[src/logic/com_tracker_pkg.sv]
`default_nettype none

package com_tracker_pkg;

  // camera raster counters
  localparam int HCOUNT_W = 11;
  localparam int VCOUNT_W = 10;

  typedef logic [HCOUNT_W-1:0] hcount_t;
  typedef logic [VCOUNT_W-1:0] vcount_t;

  // rgb565 pixel
  // red [15:11], green [10:5], blue [4:0]
  typedef logic [15:0] pixel565_t;

  // channel fed to the threshold compare
  typedef enum logic [1:0] {
    CH_RED   = 2'd0,
    CH_GREEN = 2'd1,
    CH_BLUE  = 2'd2,
    // weighted sum of r, g, b
    CH_LUMA  = 2'd3
  } chan_sel_e;

  // number of masked pixels in one frame
  localparam int PIX_CNT_W = 21;

  typedef logic [PIX_CNT_W-1:0] pix_cnt_t;

  // divider sequencing
  typedef enum logic [1:0] {
    DIV_IDLE = 2'd0,
    // mean x first, then mean y
    DIV_X    = 2'd1,
    DIV_Y    = 2'd2,
    // result waits here until the tx stage takes it
    DIV_DONE = 2'd3
  } div_state_e;

endpackage

`default_nettype wire

[src/logic/channel_threshold.sv]
`timescale 1ns/1ps
`default_nettype none

module channel_threshold (
  input  wire                         clk_camera,
  input  wire                         sys_rst_pixel,
  input  wire                         pix_valid_i,
  input  com_tracker_pkg::pixel565_t  pix_data_i,
  input  com_tracker_pkg::hcount_t    pix_x_i,
  input  com_tracker_pkg::vcount_t    pix_y_i,
  input  wire                         frame_end_i,
  input  com_tracker_pkg::chan_sel_e  chan_sel_i,
  input  wire  [7:0]                  lower_i,
  input  wire  [7:0]                  upper_i,
  output logic                        mask_valid_o,
  output logic                        mask_o,
  output com_tracker_pkg::hcount_t    mask_x_o,
  output com_tracker_pkg::vcount_t    mask_y_o,
  output logic                        frame_end_o
);
  import com_tracker_pkg::*;

  logic [7:0]  red8;
  logic [7:0]  green8;
  logic [7:0]  blue8;
  logic [10:0] luma_sum;
  logic [7:0]  luma8;
  logic [7:0]  sel_val;

  always_comb begin
    // zero padding at the bottom of each field
    red8   = {pix_data_i[15:11], 3'b000};
    green8 = {pix_data_i[10:5], 2'b00};
    blue8  = {pix_data_i[4:0], 3'b000};
    // (2r + 5g + b) / 8, max 2004 fits 11 bits
    luma_sum = 11'(red8) * 11'd2 + 11'(green8) * 11'd5 + 11'(blue8);
    luma8    = luma_sum[10:3];
    sel_val  = luma8;
    case (chan_sel_i)
      CH_RED:   sel_val = red8;
      CH_GREEN: sel_val = green8;
      CH_BLUE:  sel_val = blue8;
      CH_LUMA:  sel_val = luma8;
      default:  sel_val = luma8;
    endcase
  end

  // valid and frame end move together, keeps frame_end behind the last pixel
  always_ff @(posedge clk_camera) begin
    if (sys_rst_pixel) begin
      mask_valid_o <= 1'b0;
      frame_end_o  <= 1'b0;
    end else begin
      mask_valid_o <= pix_valid_i;
      frame_end_o  <= frame_end_i;
    end
  end

  // inclusive window
  always_ff @(posedge clk_camera) begin
    mask_o   <= (sel_val >= lower_i) && (sel_val <= upper_i);
    mask_x_o <= pix_x_i;
    mask_y_o <= pix_y_i;
  end

endmodule

`default_nettype wire

[src/logic/com_accumulator.sv]
`timescale 1ns/1ps
`default_nettype none

module com_accumulator #(
  parameter int SUM_X_W = 32,
  parameter int SUM_Y_W = 31
) (
  input  wire                        clk_camera,
  input  wire                        sys_rst_pixel,
  input  wire                        mask_valid_i,
  input  wire                        mask_i,
  input  com_tracker_pkg::hcount_t   mask_x_i,
  input  com_tracker_pkg::vcount_t   mask_y_i,
  input  wire                        frame_end_i,
  input  wire                        div_busy_i,
  output logic                       sums_valid_o,
  output logic [SUM_X_W-1:0]         sum_x_o,
  output logic [SUM_Y_W-1:0]         sum_y_o,
  output com_tracker_pkg::pix_cnt_t  count_o,
  output logic [7:0]                 frames_dropped_o
);
  import com_tracker_pkg::*;

  logic [SUM_X_W-1:0] acc_x;
  logic [SUM_Y_W-1:0] acc_y;
  pix_cnt_t           acc_cnt;
  logic               hand_off;

  // frame done and divider free to take it
  assign hand_off = frame_end_i & ~div_busy_i;

  always_ff @(posedge clk_camera) begin
    if (sys_rst_pixel) begin
      acc_x            <= '0;
      acc_y            <= '0;
      acc_cnt          <= '0;
      sums_valid_o     <= 1'b0;
      frames_dropped_o <= '0;
    end else begin
      sums_valid_o <= hand_off;
      if (frame_end_i) begin
        // start clean for the next frame
        acc_x   <= '0;
        acc_y   <= '0;
        acc_cnt <= '0;
        // divider still busy, this frame is lost
        if (div_busy_i && frames_dropped_o != 8'hff) begin
          frames_dropped_o <= frames_dropped_o + 1'b1;
        end
      end else if (mask_valid_i && mask_i) begin
        acc_x   <= acc_x + SUM_X_W'(mask_x_i);
        acc_y   <= acc_y + SUM_Y_W'(mask_y_i);
        acc_cnt <= acc_cnt + 1'b1;
      end
    end
  end

  // totals frozen for the divider
  always_ff @(posedge clk_camera) begin
    if (hand_off) begin
      sum_x_o <= acc_x;
      sum_y_o <= acc_y;
      count_o <= acc_cnt;
    end
  end

endmodule

`default_nettype wire

[src/logic/com_divider.sv]
`timescale 1ns/1ps
`default_nettype none

module com_divider #(
  parameter int SUM_X_W = 32,
  parameter int SUM_Y_W = 31
) (
  input  wire                        clk_camera,
  input  wire                        sys_rst_pixel,
  input  wire                        sums_valid_i,
  input  wire  [SUM_X_W-1:0]         sum_x_i,
  input  wire  [SUM_Y_W-1:0]         sum_y_i,
  input  com_tracker_pkg::pix_cnt_t  count_i,
  input  wire                        res_full_i,
  output logic                       div_busy_o,
  output logic                       res_valid_o,
  output com_tracker_pkg::hcount_t   res_x_o,
  output com_tracker_pkg::vcount_t   res_y_o,
  output com_tracker_pkg::pix_cnt_t  res_count_o
);
  import com_tracker_pkg::*;

  // one shared datapath, wide enough for either dividend
  localparam int DIV_W = (SUM_X_W > SUM_Y_W) ? SUM_X_W : SUM_Y_W;
  localparam int CNT_W = $clog2(DIV_W + 1);

  div_state_e           state;
  logic [CNT_W-1:0]     bit_cnt;
  logic [DIV_W-1:0]     work;
  logic [PIX_CNT_W-1:0] rem;
  pix_cnt_t             divisor;
  logic [SUM_Y_W-1:0]   sum_y_hold;
  logic [PIX_CNT_W:0]   rem_shift;
  logic [PIX_CNT_W:0]   rem_diff;
  logic                 q_bit;
  logic [PIX_CNT_W-1:0] rem_next;
  logic [DIV_W-1:0]     work_next;

  // one restoring step, dividend msb into remainder, quotient bit into lsb
  always_comb begin
    rem_shift = {rem, work[DIV_W-1]};
    rem_diff  = rem_shift - {1'b0, divisor};
    // no borrow means the subtraction fits
    q_bit     = ~rem_diff[PIX_CNT_W];
    rem_next  = q_bit ? rem_diff[PIX_CNT_W-1:0] : rem_shift[PIX_CNT_W-1:0];
    work_next = {work[DIV_W-2:0], q_bit};
  end

  assign div_busy_o  = (state != DIV_IDLE);
  // offered while the tx stage is empty
  assign res_valid_o = (state == DIV_DONE) & ~res_full_i;

  always_ff @(posedge clk_camera) begin
    if (sys_rst_pixel) begin
      state <= DIV_IDLE;
    end else begin
      case (state)
        DIV_IDLE: begin
          if (sums_valid_i) begin
            // empty mask skips straight to the result
            state <= (count_i == '0) ? DIV_DONE : DIV_X;
          end
        end
        DIV_X:    if (bit_cnt == CNT_W'(1)) state <= DIV_Y;
        DIV_Y:    if (bit_cnt == CNT_W'(1)) state <= DIV_DONE;
        DIV_DONE: if (!res_full_i) state <= DIV_IDLE;
        default:  state <= DIV_IDLE;
      endcase
    end
  end

  always_ff @(posedge clk_camera) begin
    case (state)
      DIV_IDLE: begin
        divisor     <= count_i;
        res_count_o <= count_i;
        sum_y_hold  <= sum_y_i;
        res_x_o     <= '0;
        res_y_o     <= '0;
        // left aligned so the msb is shifted out first
        work        <= DIV_W'(sum_x_i) << (DIV_W - SUM_X_W);
        rem         <= '0;
        bit_cnt     <= CNT_W'(SUM_X_W);
      end
      DIV_X: begin
        if (bit_cnt == CNT_W'(1)) begin
          // mean x done, load y
          res_x_o <= work_next[HCOUNT_W-1:0];
          work    <= DIV_W'(sum_y_hold) << (DIV_W - SUM_Y_W);
          rem     <= '0;
          bit_cnt <= CNT_W'(SUM_Y_W);
        end else begin
          work    <= work_next;
          rem     <= rem_next;
          bit_cnt <= bit_cnt - 1'b1;
        end
      end
      DIV_Y: begin
        work    <= work_next;
        rem     <= rem_next;
        bit_cnt <= bit_cnt - 1'b1;
        if (bit_cnt == CNT_W'(1)) begin
          res_y_o <= work_next[VCOUNT_W-1:0];
        end
      end
      default: begin
        // DIV_DONE holds the result
      end
    endcase
  end

endmodule

`default_nettype wire

[src/logic/com_result_tx.sv]
`timescale 1ns/1ps
`default_nettype none

module com_result_tx #(
  parameter int INIT_CREDITS = 2
) (
  input  wire                        clk_camera,
  input  wire                        sys_rst_pixel,
  input  wire                        res_valid_i,
  input  com_tracker_pkg::hcount_t   res_x_i,
  input  com_tracker_pkg::vcount_t   res_y_i,
  input  com_tracker_pkg::pix_cnt_t  res_count_i,
  input  wire                        credit_return_i,
  output logic                       res_full_o,
  output logic                       com_valid_o,
  output com_tracker_pkg::hcount_t   com_x_o,
  output com_tracker_pkg::vcount_t   com_y_o,
  output com_tracker_pkg::pix_cnt_t  com_pixels_o
);

  localparam int CRED_W = $clog2(INIT_CREDITS + 1);

  logic              full;
  logic [CRED_W-1:0] credit_cnt;

  assign res_full_o  = full;
  // send whenever a result is held and a credit is left
  assign com_valid_o = full & (credit_cnt != '0);

  always_ff @(posedge clk_camera) begin
    if (sys_rst_pixel) begin
      full       <= 1'b0;
      credit_cnt <= CRED_W'(INIT_CREDITS);
    end else begin
      // load only when empty, clear after the send cycle
      if (com_valid_o) begin
        full <= 1'b0;
      end else if (res_valid_i) begin
        full <= 1'b1;
      end
      case ({com_valid_o, credit_return_i})
        2'b10: credit_cnt <= credit_cnt - 1'b1;
        2'b01: begin
          // capped at the reset value
          if (credit_cnt != CRED_W'(INIT_CREDITS)) begin
            credit_cnt <= credit_cnt + 1'b1;
          end
        end
        default: credit_cnt <= credit_cnt;
      endcase
    end
  end

  // one-entry holding register
  always_ff @(posedge clk_camera) begin
    if (res_valid_i && !full) begin
      com_x_o      <= res_x_i;
      com_y_o      <= res_y_i;
      com_pixels_o <= res_count_i;
    end
  end

endmodule

`default_nettype wire

[src/logic/com_tracker_top.sv]
`timescale 1ns/1ps
`default_nettype none

module com_tracker_top #(
  parameter int INIT_CREDITS = 2,
  parameter int SUM_X_W      = 32,
  parameter int SUM_Y_W      = 31
) (
  input  wire                        clk_camera,
  input  wire                        sys_rst_pixel,
  input  wire  [7:0]                 camera_d_i,
  input  wire                        cam_pclk_i,
  input  wire                        cam_hsync_i,
  input  wire                        cam_vsync_i,
  input  com_tracker_pkg::chan_sel_e chan_sel_i,
  input  wire  [7:0]                 lower_i,
  input  wire  [7:0]                 upper_i,
  input  wire                        credit_return_i,
  output logic                       com_valid_o,
  output com_tracker_pkg::hcount_t   com_x_o,
  output com_tracker_pkg::vcount_t   com_y_o,
  output com_tracker_pkg::pix_cnt_t  com_pixels_o,
  output logic [7:0]                 frames_dropped_o
);
  import com_tracker_pkg::*;

  // camera to threshold
  logic               pix_valid;
  pixel565_t          pix_data;
  hcount_t            pix_x;
  vcount_t            pix_y;
  logic               pix_frame_end;
  // threshold to accumulator
  logic               mask_valid;
  logic               mask;
  hcount_t            mask_x;
  vcount_t            mask_y;
  logic               mask_frame_end;
  // accumulator to divider
  logic               sums_valid;
  logic [SUM_X_W-1:0] sum_x;
  logic [SUM_Y_W-1:0] sum_y;
  pix_cnt_t           sum_count;
  logic               div_busy;
  // divider to tx
  logic               res_valid;
  hcount_t            res_x;
  vcount_t            res_y;
  pix_cnt_t           res_count;
  logic               res_full;

  pixel_reconstruct u_reconstruct (
    .clk_camera    (clk_camera),
    .sys_rst_pixel (sys_rst_pixel),
    .camera_d_i    (camera_d_i),
    .cam_pclk_i    (cam_pclk_i),
    .cam_hsync_i   (cam_hsync_i),
    .cam_vsync_i   (cam_vsync_i),
    .pix_valid_o   (pix_valid),
    .pix_data_o    (pix_data),
    .pix_x_o       (pix_x),
    .pix_y_o       (pix_y),
    .frame_end_o   (pix_frame_end)
  );

  channel_threshold u_threshold (
    .clk_camera    (clk_camera),
    .sys_rst_pixel (sys_rst_pixel),
    .pix_valid_i   (pix_valid),
    .pix_data_i    (pix_data),
    .pix_x_i       (pix_x),
    .pix_y_i       (pix_y),
    .frame_end_i   (pix_frame_end),
    .chan_sel_i    (chan_sel_i),
    .lower_i       (lower_i),
    .upper_i       (upper_i),
    .mask_valid_o  (mask_valid),
    .mask_o        (mask),
    .mask_x_o      (mask_x),
    .mask_y_o      (mask_y),
    .frame_end_o   (mask_frame_end)
  );

  com_accumulator #(
    .SUM_X_W (SUM_X_W),
    .SUM_Y_W (SUM_Y_W)
  ) u_accum (
    .clk_camera       (clk_camera),
    .sys_rst_pixel    (sys_rst_pixel),
    .mask_valid_i     (mask_valid),
    .mask_i           (mask),
    .mask_x_i         (mask_x),
    .mask_y_i         (mask_y),
    .frame_end_i      (mask_frame_end),
    .div_busy_i       (div_busy),
    .sums_valid_o     (sums_valid),
    .sum_x_o          (sum_x),
    .sum_y_o          (sum_y),
    .count_o          (sum_count),
    .frames_dropped_o (frames_dropped_o)
  );

  com_divider #(
    .SUM_X_W (SUM_X_W),
    .SUM_Y_W (SUM_Y_W)
  ) u_divider (
    .clk_camera    (clk_camera),
    .sys_rst_pixel (sys_rst_pixel),
    .sums_valid_i  (sums_valid),
    .sum_x_i       (sum_x),
    .sum_y_i       (sum_y),
    .count_i       (sum_count),
    .res_full_i    (res_full),
    .div_busy_o    (div_busy),
    .res_valid_o   (res_valid),
    .res_x_o       (res_x),
    .res_y_o       (res_y),
    .res_count_o   (res_count)
  );

  com_result_tx #(
    .INIT_CREDITS (INIT_CREDITS)
  ) u_tx (
    .clk_camera      (clk_camera),
    .sys_rst_pixel   (sys_rst_pixel),
    .res_valid_i     (res_valid),
    .res_x_i         (res_x),
    .res_y_i         (res_y),
    .res_count_i     (res_count),
    .credit_return_i (credit_return_i),
    .res_full_o      (res_full),
    .com_valid_o     (com_valid_o),
    .com_x_o         (com_x_o),
    .com_y_o         (com_y_o),
    .com_pixels_o    (com_pixels_o)
  );

endmodule

`default_nettype wire

[src/logic/pixel_reconstruct.sv]
`timescale 1ns/1ps
`default_nettype none

module pixel_reconstruct (
  input  wire                         clk_camera,
  input  wire                         sys_rst_pixel,
  input  wire  [7:0]                  camera_d_i,
  input  wire                         cam_pclk_i,
  input  wire                         cam_hsync_i,
  input  wire                         cam_vsync_i,
  output logic                        pix_valid_o,
  output com_tracker_pkg::pixel565_t  pix_data_o,
  output com_tracker_pkg::hcount_t    pix_x_o,
  output com_tracker_pkg::vcount_t    pix_y_o,
  output logic                        frame_end_o
);
  import com_tracker_pkg::*;

  // camera bus packed as {d, pclk, hsync, vsync}
  localparam int SYNC_W = 11;

  logic [SYNC_W-1:0] sync_q1;
  logic [SYNC_W-1:0] sync_q2;
  logic [7:0]        cam_d_s;
  logic              pclk_s;
  logic              hs_s;
  logic              vs_s;
  logic              pclk_q;
  logic              hs_q;
  logic              vs_q;
  logic              pclk_rise;
  logic              hs_fall;
  logic              vs_fall;
  logic              take_byte;
  logic              byte_phase;
  logic [7:0]        hi_byte;
  hcount_t           col_cnt;
  vcount_t           row_cnt;

  // two-flop synchroniser, all camera lines together
  always_ff @(posedge clk_camera) begin
    sync_q1 <= {camera_d_i, cam_pclk_i, cam_hsync_i, cam_vsync_i};
    sync_q2 <= sync_q1;
  end

  assign cam_d_s = sync_q2[10:3];
  assign pclk_s  = sync_q2[2];
  assign hs_s    = sync_q2[1];
  assign vs_s    = sync_q2[0];

  // edges against the previous synchronised sample
  assign pclk_rise = pclk_s & ~pclk_q;
  assign hs_fall   = hs_q & ~hs_s;
  assign vs_fall   = vs_q & ~vs_s;
  // only bytes inside an active line of an active frame
  assign take_byte = pclk_rise & hs_s & vs_s;

  always_ff @(posedge clk_camera) begin
    if (sys_rst_pixel) begin
      pclk_q      <= 1'b0;
      hs_q        <= 1'b0;
      vs_q        <= 1'b0;
      byte_phase  <= 1'b0;
      col_cnt     <= '0;
      row_cnt     <= '0;
      pix_valid_o <= 1'b0;
      frame_end_o <= 1'b0;
    end else begin
      pclk_q      <= pclk_s;
      hs_q        <= hs_s;
      vs_q        <= vs_s;
      pix_valid_o <= 1'b0;
      frame_end_o <= vs_fall;
      // column and byte pairing restart with every line
      if (!hs_s) begin
        col_cnt    <= '0;
        byte_phase <= 1'b0;
      end else if (take_byte) begin
        byte_phase <= ~byte_phase;
        // second byte completes the pixel
        if (byte_phase) begin
          pix_valid_o <= 1'b1;
          col_cnt     <= col_cnt + 1'b1;
        end
      end
      // rows count hsync falls, held at 0 outside the frame
      if (!vs_s) begin
        row_cnt <= '0;
      end else if (hs_fall) begin
        row_cnt <= row_cnt + 1'b1;
      end
    end
  end

  // pixel payload
  always_ff @(posedge clk_camera) begin
    if (take_byte) begin
      if (!byte_phase) begin
        // high byte arrives first
        hi_byte <= cam_d_s;
      end else begin
        pix_data_o <= {hi_byte, cam_d_s};
        pix_x_o    <= col_cnt;
        pix_y_o    <= row_cnt;
      end
    end
  end

endmodule

`default_nettype wire

[config.mk]
export PLATFORM = sky130hd
export DESIGN_NAME = com_tracker_top
export DESIGN_NICKNAME = d
export VERILOG_FILES = /design/src/logic/com_tracker_pkg.sv /design/src/logic/channel_threshold.sv /design/src/logic/com_accumulator.sv /design/src/logic/com_divider.sv /design/src/logic/com_result_tx.sv /design/src/logic/com_tracker_top.sv /design/src/logic/pixel_reconstruct.sv
export SDC_FILE = /design/constraint.sdc
export NUM_CORES = 1
export LEC_CHECK = 0
export ABC_AREA = 1
export BUFFER_PORTS_ARGS = -buffer_cell sky130_fd_sc_hd__buf_2
export CAP_MARGIN = 10
export CORE_MARGIN = 2
export CORE_UTILIZATION = 60
export CTS_BUF_LIST = sky130_fd_sc_hd__clkbuf_2
export DETAILED_ROUTE_END_ITERATION = 10
export PLACE_DENSITY = 0.78
export SYNTH_ARGS = -nofsm -noshare
export SYNTH_HDL_FRONTEND = slang
export SYNTH_SLANG_ARGS = --single-unit
[constraint.sdc]
create_clock -name clk_camera -period 5.1 [get_ports clk_camera]
set_input_delay 1.275 -clock clk_camera [delete_from_list [all_inputs] [get_ports clk_camera]]
set_output_delay 1.275 -clock clk_camera [all_outputs]
set_load 0.01 [all_outputs]
Word-level counts from Yosys, hierarchy flattened
Cells that the tools add are included.
{"block": "op_classes", "eq_ne": 16, "mux": 21, "addsub": 12, "div": 0, "n_bitwise": 16, "shift": 0, "n_reduce_logical": 26, "n_lt_le_gt_ge": 2, "n_mul": 1}
{"op": "$pmux W32 S3", "count": 1}
{"op": "$pmux W21 S3", "count": 1}
{"op": "$mux W21", "count": 2}
{"op": "$add A32 B11 Y32", "count": 1}
{"op": "$mux W32", "count": 1}
{"op": "$pmux W8 S4", "count": 1}
{"op": "$add A31 B10 Y31", "count": 1}
{"op": "$pmux W11 S2", "count": 1}
{"op": "$sub A22 B21 Y22", "count": 1}
{"op": "$add A21 B1 Y21 const B", "count": 1}
{"op": "$logic_not A21 Y1", "count": 1}
{"op": "$pmux W10 S2", "count": 1}
{"op": "$pmux W6 S3", "count": 1}
{"op": "$mux W2", "count": 6}
{"op": "$reduce_and A2 Y1", "count": 6}
{"op": "$add A11 B1 Y11 const B", "count": 1}
{"op": "$add A11 B8 Y11", "count": 1}
{"op": "$add A9 B11 Y11", "count": 1}
{"op": "$mux W11", "count": 1}
{"op": "$add A10 B1 Y10 const B", "count": 1}
{"op": "$eq A2 B2 Y1 const B", "count": 5}
{"op": "$mux W10", "count": 1}
{"op": "$reduce_bool A2 Y1", "count": 5}
{"op": "$mul A6 B3 Y9 const B", "count": 1}
{"op": "24 further kinds", "count": 51}
{"block": "word_totals", "mem_count": 0, "word_cells": 134, "output_inout_bits": 51, "in_bits": 32, "mem_bits_ro": 0, "mem_bits_rw": 0, "regBits": 474, "latch_bits": 0}

Longest topological paths before layout
Gate-level depths: netlist of run 1.
{"block": "depth", "ltp_word": 6, "mapped_depth": 24, "depth_no_buf": 24}

Hierarchy
Synthesis of run 1 repeated with hierarchy kept, for this count alone.
{"block": "unflattened", "hier_cells": 2337, "area_unflattened_um2": 21719.6}
{"module": "com_accumulator", "instances": 1, "seq_area_each_um2": 4384.2, "cells_each": 1005, "area_each_um2": 8433.1}
{"module": "com_divider", "instances": 1, "seq_area_each_um2": 4003.8, "cells_each": 794, "area_each_um2": 7103.1}
{"module": "pixel_reconstruct", "instances": 1, "seq_area_each_um2": 2332.2, "cells_each": 248, "area_each_um2": 3036.7}
{"module": "channel_threshold", "instances": 1, "seq_area_each_um2": 480.5, "cells_each": 218, "area_each_um2": 1699.1}
{"module": "com_result_tx", "instances": 1, "seq_area_each_um2": 1321.3, "cells_each": 72, "area_each_um2": 1447.6}

Least setup slack after synthesis of run 1
Ideal clock, no wire load.
{"block": "synth_timing", "path_kind": "flip-flop to flip-flop", "from": "register u_divider.state[0]", "to": "register u_accum.count_o[0], enable pin", "period_less_slack_ps": 4084, "n_path_buf": 0, "t_required_ps": 4662, "setup_ps": 438, "path_stages_with_launch": 5, "path_slack_ps": 1016, "t_arrival_ps": 3646, "cell_sequence": "dfxtp_1 inv_1 ha_1 nand2_1 inv_1"}
{"block": "synth_between", "elab_chain_len": 3}
{"item": "start, declared", "line": "com_divider.sv:27", "text": "div_state_e state;"}
{"item": "start signal, assigned", "line": "com_divider.sv:61", "text": "state <= (count_i == '0) ? DIV_DONE : DIV_X;"}
{"item": "$reduce_bool A2 Y1", "line": "com_divider.sv:49", "text": "assign div_busy_o = (state != DIV_IDLE);"}
{"item": "$not A1 Y1", "line": "com_accumulator.sv:30", "text": "assign hand_off = frame_end_i & ~div_busy_i;"}
{"item": "$and A1 B1 Y1", "line": "com_accumulator.sv:30"}
{"item": "via u_accum.hand_off", "line": "com_accumulator.sv:27", "text": "logic hand_off;"}
{"item": "end signal, assigned", "line": "com_accumulator.sv:63", "text": "count_o <= acc_cnt;"}
{"item": "end, declared", "line": "com_accumulator.sv:19", "text": "output com_tracker_pkg::pix_cnt_t count_o,"}
The timed path passes the listed nets, and every way through them passes these cells.
A chain may end at the register's enable or synchronous reset.

Worst setup path after layout of run 1
{"block": "layout_timing", "from": "register u_reconstruct.pix_data_o[6]", "to": "register u_threshold.mask_o"}
{"block": "layout_between", "elab_chain_len": 6, "word_cells_on_any_way": 7, "cone_classes": "add/sub (2); mul (1); order compare (2); mux (1); reduce/logical (1)"}
{"item": "start, declared", "line": "pixel_reconstruct.sv:12", "text": "output com_tracker_pkg::pixel565_t pix_data_o,"}
{"item": "start signal, assigned", "line": "pixel_reconstruct.sv:102", "text": "pix_data_o <= {hi_byte, cam_d_s};"}
{"item": "$mul A6 B3 Y9", "line": "channel_threshold.sv:36", "text": "luma_sum = 11'(red8) * 11'd2 + 11'(green8) * 11'd5 + 11'(blue8);"}
{"item": "$add A9 B11 Y11", "line": "channel_threshold.sv:36"}
{"item": "$add A11 B8 Y11", "line": "channel_threshold.sv:36"}
{"item": "$pmux W8 S4 *", "line": "channel_threshold.sv:39", "text": "case (chan_sel_i)"}
{"item": "$ge A8 B8 Y1 or $le A8 B8 Y1 (tied branches)", "line": "channel_threshold.sv:61", "text": "mask_o <= (sel_val >= lower_i) && (sel_val <= upper_i);"}
{"item": "$logic_and A1 B1 Y1 *", "line": "channel_threshold.sv:61"}
{"item": "end signal, assigned", "line": "channel_threshold.sv:61"}
{"item": "end, declared", "line": "channel_threshold.sv:16", "text": "output logic mask_o,"}
Mark *: on every way between the ends. The rest lies on a longest branch, timed or not.

==> results.toml, run 1 <==
[synthesis]
yosysUniqueCellTypes = 47
ys_ff_latch = 474
syn_inst = 2220
netlist_top_cells_area = "edfxtp_1 43%, dfxtp_1 16%, nand2_1 8.8%, inv_1 5.6%, ha_1 5.0%"
synth-xor-area-share = 0.0157
synth_top_family_by_area = "simple AND/OR/NAND/NOR gates"
ys_warn_count = 0
syn_nets = 2345
synth_edf_count = 303
ys_seq_area_frac = 0.592
synth-simple-area-share = 0.208
yosys-top-cells-count = "494 x nand2_1, 317 x inv_1, 303 x edfxtp_1, 232 x nor2_1, 171 x dfxtp_1"
yosysMostFrequentCell = "nand2_1"
synth-compound-area-share = 0.0600
syn_avg_cell_area_um2 = 9.53
synthArstFlopShare = 0
synthAdderAreaFrac = 0.0582
yosysTopAreaCell = "edfxtp_1"
muxShareOfSynthArea = 0
netlist_area_um2 = 21100
synth_top_area_frac = 0.430
synth_ff_type = "edfxtp_1"

[clock_tree]
cts_sinks = 474
path_clk_slew_ns = 0.12
cts-root-buf = "clkbuf_2"
worstSkewPairLatency_ns = 1.00
cts_tree = "built"
htree_levels = 3
ctsResizeCount = 0
hold_buffers = 0
cts_made_buffers = 110
post_cts_buffers = 0
cts_buffer_depth = 3

[routing]
final_antenna_net_count = 0
routedWlPerCell_um = 14.6
drc = 0
firstDrtPassIters = 6
wl_um = 42900
drtIter0Drc = 992
viasPerCell = 5.27
vias = 15500

[die]
die_h_um = 192
pin_count = 83
dieArea_um2 = 36800
core_area_um2 = 34600
start_util = 0.611
die_x_um = 192
rows = 68

[flow_run]
cap_violations = 0

[placed_design]
place_congestion = 0.938
dp_hpwl_um = 30700
port_buffers = 82
place_ws_ns = 0.930

[timing]
fin_tns_setup_ns = 0
setup_viol = 0
finalWorstSetupSlack_ns = 0.889
final_hold_viol_count = 0
fin_crit_sh = 0.826
skew_ns = 0.0600
fin_crit_ns = 4.21
slew_violations = 0
tightest_slew_ns = 1.20
rsz0062_at_grt = "no"
fmax_mhz = 237
slew_headroom = 0.198

[worst_hold_path]
min_from = "u_reconstruct.pix_y_o[7]"
worstHoldEndpoint = "u_threshold.mask_y_o[7]"
min_path_type = "flip-flop to flip-flop"
hold_depth = 0

[cells_and_area]
fill_cells = 2745
nets = 2511
seq_area_um2 = 12500
area_growth_pct = 9.18
multi_input_area_um2 = 7250
drive_gt1_frac = 0.129
utilization = 0.667

[worst_setup_path]
setup.worst_path.start = "u_reconstruct.pix_data_o[6]"
crit_path_end_kind = "flip-flop"
reg2reg_from = "u_reconstruct.pix_data_o[6]"
critPathArrivalTime_ns = 5.06
worst-endpoint-required_ns = 5.95
path_class = "flip-flop to flip-flop"
r2r_slack_ns = 0.89
reg2reg_depth = 21
start_kind = "flip-flop"
path_max_fanout = 5
r2r-end = "u_threshold.mask_o"

[grt]
grt_usage = 0.239
antenna_found_initial = 1
grt_pass1_vias = 15000
grt_first_pass_wirelength_um = 70000
grt_max_degree = 66
overflow = 0

[power]
p_total_mw = 8.53
leakage_nw = 10.2
ir_drop_uv = 246
power_density_nw_per_um2 = 369

[run_status]
status = "finished, final reports clean"
==> worst max-delay path, stage by stage (launching register included) <==
cell and delay (ns):
edfxtp_1 0.45, ha_1 0.32, ha_1 0.23, fa_1 0.41, xor2_1 0.20, fa_1 0.45, ha_1 0.36, nand2_1 0.06
o21ai_0 0.28, nand2_1 0.10, nand2_1 0.07, nand2_1 0.06, nand3b_1 0.08, nand3_1 0.07, a21oi_1 0.22, ha_1 0.29
nand2_1 0.10, nor2_1 0.06, nand4_1 0.06, o2111ai_1 0.11, nand2_1 0.09, inv_1 0.03
==> layout by cell type (no fill, tap or decap), types with 27 or more instances in the layout <==
| cell | instances |
|---|---|
| a21oi_1 | 108 |
| o21ai_0 | 82 |
| nor2_1 | 230 |
| nand4_1 | 35 |
| nand3_1 | 168 |
| dfxtp_1 | 171 |
| buf_2 | 82 |
| clkbuf_2 | 183 |
| nor3_1 | 27 |
| edfxtp_1 | 303 |
| nand2_1 | 494 |
| ha_1 | 83 |
| inv_1 | 315 |
==> final cells by class <==
type	instances	share of cell area
sequential	474	0.542
multi-input combinational	1386	0.314
inverter	322	0.0523
clock buffer	183	0.0397
tap	455	0.0247
timing repair buffer	92	0.0210
clock inverter	25	0.00601
antenna	1	0.000108
==> kinds of logic (layout without fill, tap and decap cells) <==
| logic type | count (synthesis) | in the layout |
|---|---|---|
| xor gates and xnor gates | 38 | 38 |
| AOI/OAI and AO/OA | 234 | 234 |
| DFF | 474 | 474 |
| adders and majority gates | 93 | 93 |
| buffers and inverters | 360 | 622 |
| other | 0 | 1 |
| and+or+nand+nor | 1021 | 1021 |
==> through the flow <==
| stage | instance area [um^2] | hold slack, ns | instances |
|---|---|---|---|
| floorplan | 21100 | 0.310 | 2220 |
| global placement | 22000 | 0.311 | 2729 |
| detailed placement | 22000 | 0.312 | 2729 |
| CTS | 23100 | 0.253 | 2937 |
| global route | 23100 | 0.219 | 2938 |
| finish | 23100 | 0.336 | 2938 |
==> worst max-delay path by stage <==
stage	to	slack, ns	depth (start not counted)
4_1_cts	u_threshold.mask_o	0.86	21
5_1_grt	u_threshold.mask_o	0.50	21
6_report	u_threshold.mask_o	0.89	21
3_5_place_dp	u_threshold.mask_o	0.93	21
3_3_place_gp	u_threshold.mask_o	1.00	21
2_1_floorplan	u_accum.count_o[0]	1.02	4
==> layer usage <==
metal,vias up,part of all wire,global-route usage
li1,7779,-,-
met4,0,0.021,0.0867
met1,7196,0.44,0.305
met3,82,0.057,0.0501
met2,438,0.48,0.405
met5,-,0,0
==> sequential cells by signal, indices dropped and copies added, names as in the netlist, 16 cells and up <==
signal	flops
u_divider.sum_y_hold	31
u_reconstruct.pix_data_o	16
u_accum.acc_y	31
u_accum.acc_cnt	21
u_divider.rem	21
u_tx.com_pixels_o	21
u_accum.count_o	21
u_divider.res_count_o	21
u_accum.acc_x	32
u_divider.work	32
u_accum.sum_y_o	31
u_accum.sum_x_o	32
==> power by group <==
group	total (mW)	internal [mW]	switching (mW)	leakage, nW
clock	2.41	0.993	1.41	0.825
sequential	4.79	4.59	0.191	4.37
combinational	1.34	0.390	0.948	5.00
total	8.53	5.98	2.55	10.2
Note: power is estimated with default switching activity, not from simulation.
==> run 2, diff against run 1 <==
- clock period: 5.1 -> 4.4 ns (I/O delays scaled with it)
==> run 2 against run 1 <==
  * Combinational power increased by 17%
  * Critical path depth increased by 1
  * Final area increased by 0.17%
  * Highest routed layer unchanged
  * Hold slack got worse by 0.11 ns
  * Critical endpoint unchanged
  * Count of clock-buffer cells in the layout decreased by 21
  * Sequential power increased by 16%
  * Utilization increased by 0.12 points
  * Worst setup slack got worse by 0.54 ns
==> results.toml, run 2 (synthesis gave the netlist of run 1 again) <==
[cells_and_area]
layout_commonest_cell = "nand2_1"
nets = 2513
fin_cells = 2942
drive_gt1_frac = 0.122
final_cell_mix = "494 x nand2_1, 315 x inv_1, 303 x edfxtp_1, 230 x nor2_1, 171 x dfxtp_1"
reg_top3 = "u_accum.acc_x x32, u_accum.sum_x_o x32, u_divider.work x32"
area_growth_pct = 9.37
final_area_um2 = 23100
fill_cells = 2732

[routing]
viasPerCell = 5.26
drc = 0
firstDrtPassIters = 5
vias = 15500
drtIter0Drc = 998
routedWlPerCell_um = 14.9
final_antenna_net_count = 0
wl_um = 43900

[worst_setup_path]
critPathArrivalTime_ns = 4.96
setup.worst_path.start = "u_reconstruct.pix_data_o[6]"
start_kind = "flip-flop"
crit_path_end_kind = "flip-flop"
worst-endpoint-required_ns = 5.30
path_max_fanout = 5
reg2reg_from = "u_reconstruct.pix_data_o[6]"
path_class = "flip-flop to flip-flop"

[die]
die_h_um = 192
dieArea_um2 = 36800
start_util = 0.611
core_area_um2 = 34600
die_x_um = 192
pin_count = 83
rows = 68

[timing]
slew_headroom = 0.220
skew_ns = 0.0963
finalWorstSetupSlack_ns = 0.345
fmax_mhz = 247
fin_crit_ns = 4.06
tightest_slew_ns = 1.17
setup_viol = 0
final_hold_viol_count = 0
fin_tns_setup_ns = 0
fin_crit_sh = 0.922
slew_violations = 0

[run_status]
status = "finished, final reports clean"

[placed_design]
placed_cell_area_um2 = 22000
dp_hpwl_um = 31100
port_buffers = 82
place_congestion = 0.944
placed_cells = 2729
place_ws_ns = 0.232

[clock_tree]
cts_made_buffers = 112
worstSkewPairLatency_ns = 1.01
cts_buffer_depth = 3
path_clk_slew_ns = 0.10
htree_levels = 3
post_cts_buffers = 0
cts_sinks = 474
cts-root-buf = "clkbuf_2"
cts_tree = "built"

[flow_run]
cap_violations = 0

[power]
ir_drop_uv = 355
p_total_mw = 9.98
power_density_nw_per_um2 = 431
leakage_nw = 10.2

[grt]
grt_pass1_vias = 15100
antenna_found_initial = 1
grt_max_degree = 66
grt_usage = 0.245
overflow = 0
grt_first_pass_wirelength_um = 71300

[worst_hold_path]
min_path_type = "primary input to flip-flop"
min_from = "camera_d_i[4]"
==> run 2: worst paths after layout <==
path                         endpoint  depth (start not counted)  slack (ns)
max                u_threshold.mask_o                         22        0.34
min          u_reconstruct.sync_q1[7]                          1        0.23
max reg2reg        u_threshold.mask_o                         22        0.34
min reg2reg  u_reconstruct.sync_q2[9]                          0        0.30
==> run 2: report_power, final <==
group | switching (mW) | total [mW] | internal (mW)
sequential | 0.221 | 5.55 | 5.32
combinational | 1.11 | 1.57 | 0.452
clock | 1.69 | 2.87 | 1.18
total | 3.02 | 9.98 | 6.96
==> run 2: area by class of cell <==
| cell class | instances | area [um^2] | share of cell area |
|---|---|---|---|
| well taps | 455 | 569 | 0.0246 |
| flip-flops and latches | 474 | 12500 | 0.541 |
| clock inverters | 50 | 280 | 0.0121 |
| repair buffers | 92 | 485 | 0.0210 |
| inverters | 322 | 1210 | 0.0523 |
| diodes | 1 | 2.50 | 0.000108 |
| multi-input cells | 1386 | 7250 | 0.314 |
| clock buffers | 162 | 811 | 0.0351 |
==> run 2: metal layers <==
layer / routed length [um] / vias up / part of all wire / GRT usage
met4: 886 / 0 / 0.020 / 0.0896
li1: - / 7771 / - / -
met3: 2910 / 75 / 0.066 / 0.0506
met5: 0 / - / 0 / 0
met1: 18700 / 7166 / 0.43 / 0.307
met2: 21400 / 470 / 0.49 / 0.419
==> run 2: metrics by stage <==
step | hold slack [ns] | util
after floorplan | 0.310 | -
after global placement | 0.312 | 0.636
after detailed placement | 0.314 | 0.636
after CTS | 0.118 | 0.668
after global routing | 0.148 | 0.668
final | 0.230 | 0.668
==> run 2: repair_timing <==
| item | 4_1_cts | 5_1_grt |
|---|---|---|
| resized for setup | 0 | 2 |
| hold buffers | 0 | 0 |
| setup endpoints to repair | 0 | 1 |
==> run 2: worst max-delay path, stage by stage (launching register included) <==
cell       delay, ns
edfxtp_1        0.44
ha_1            0.32
ha_1            0.23
fa_1            0.41
xor2_1          0.20
fa_1            0.45
ha_1            0.36
nand2_1         0.07
o21ai_1         0.20
nand2_1         0.08
nand2_1         0.06
nand2_1         0.06
nand2_1         0.06
nand2_1         0.04
nand3_1         0.10
a21oi_2         0.07
ha_1            0.30
nand2_1         0.07
nor2_1          0.15
nand4_1         0.10
o2111ai_1       0.10
nand2_1         0.07
inv_1           0.05
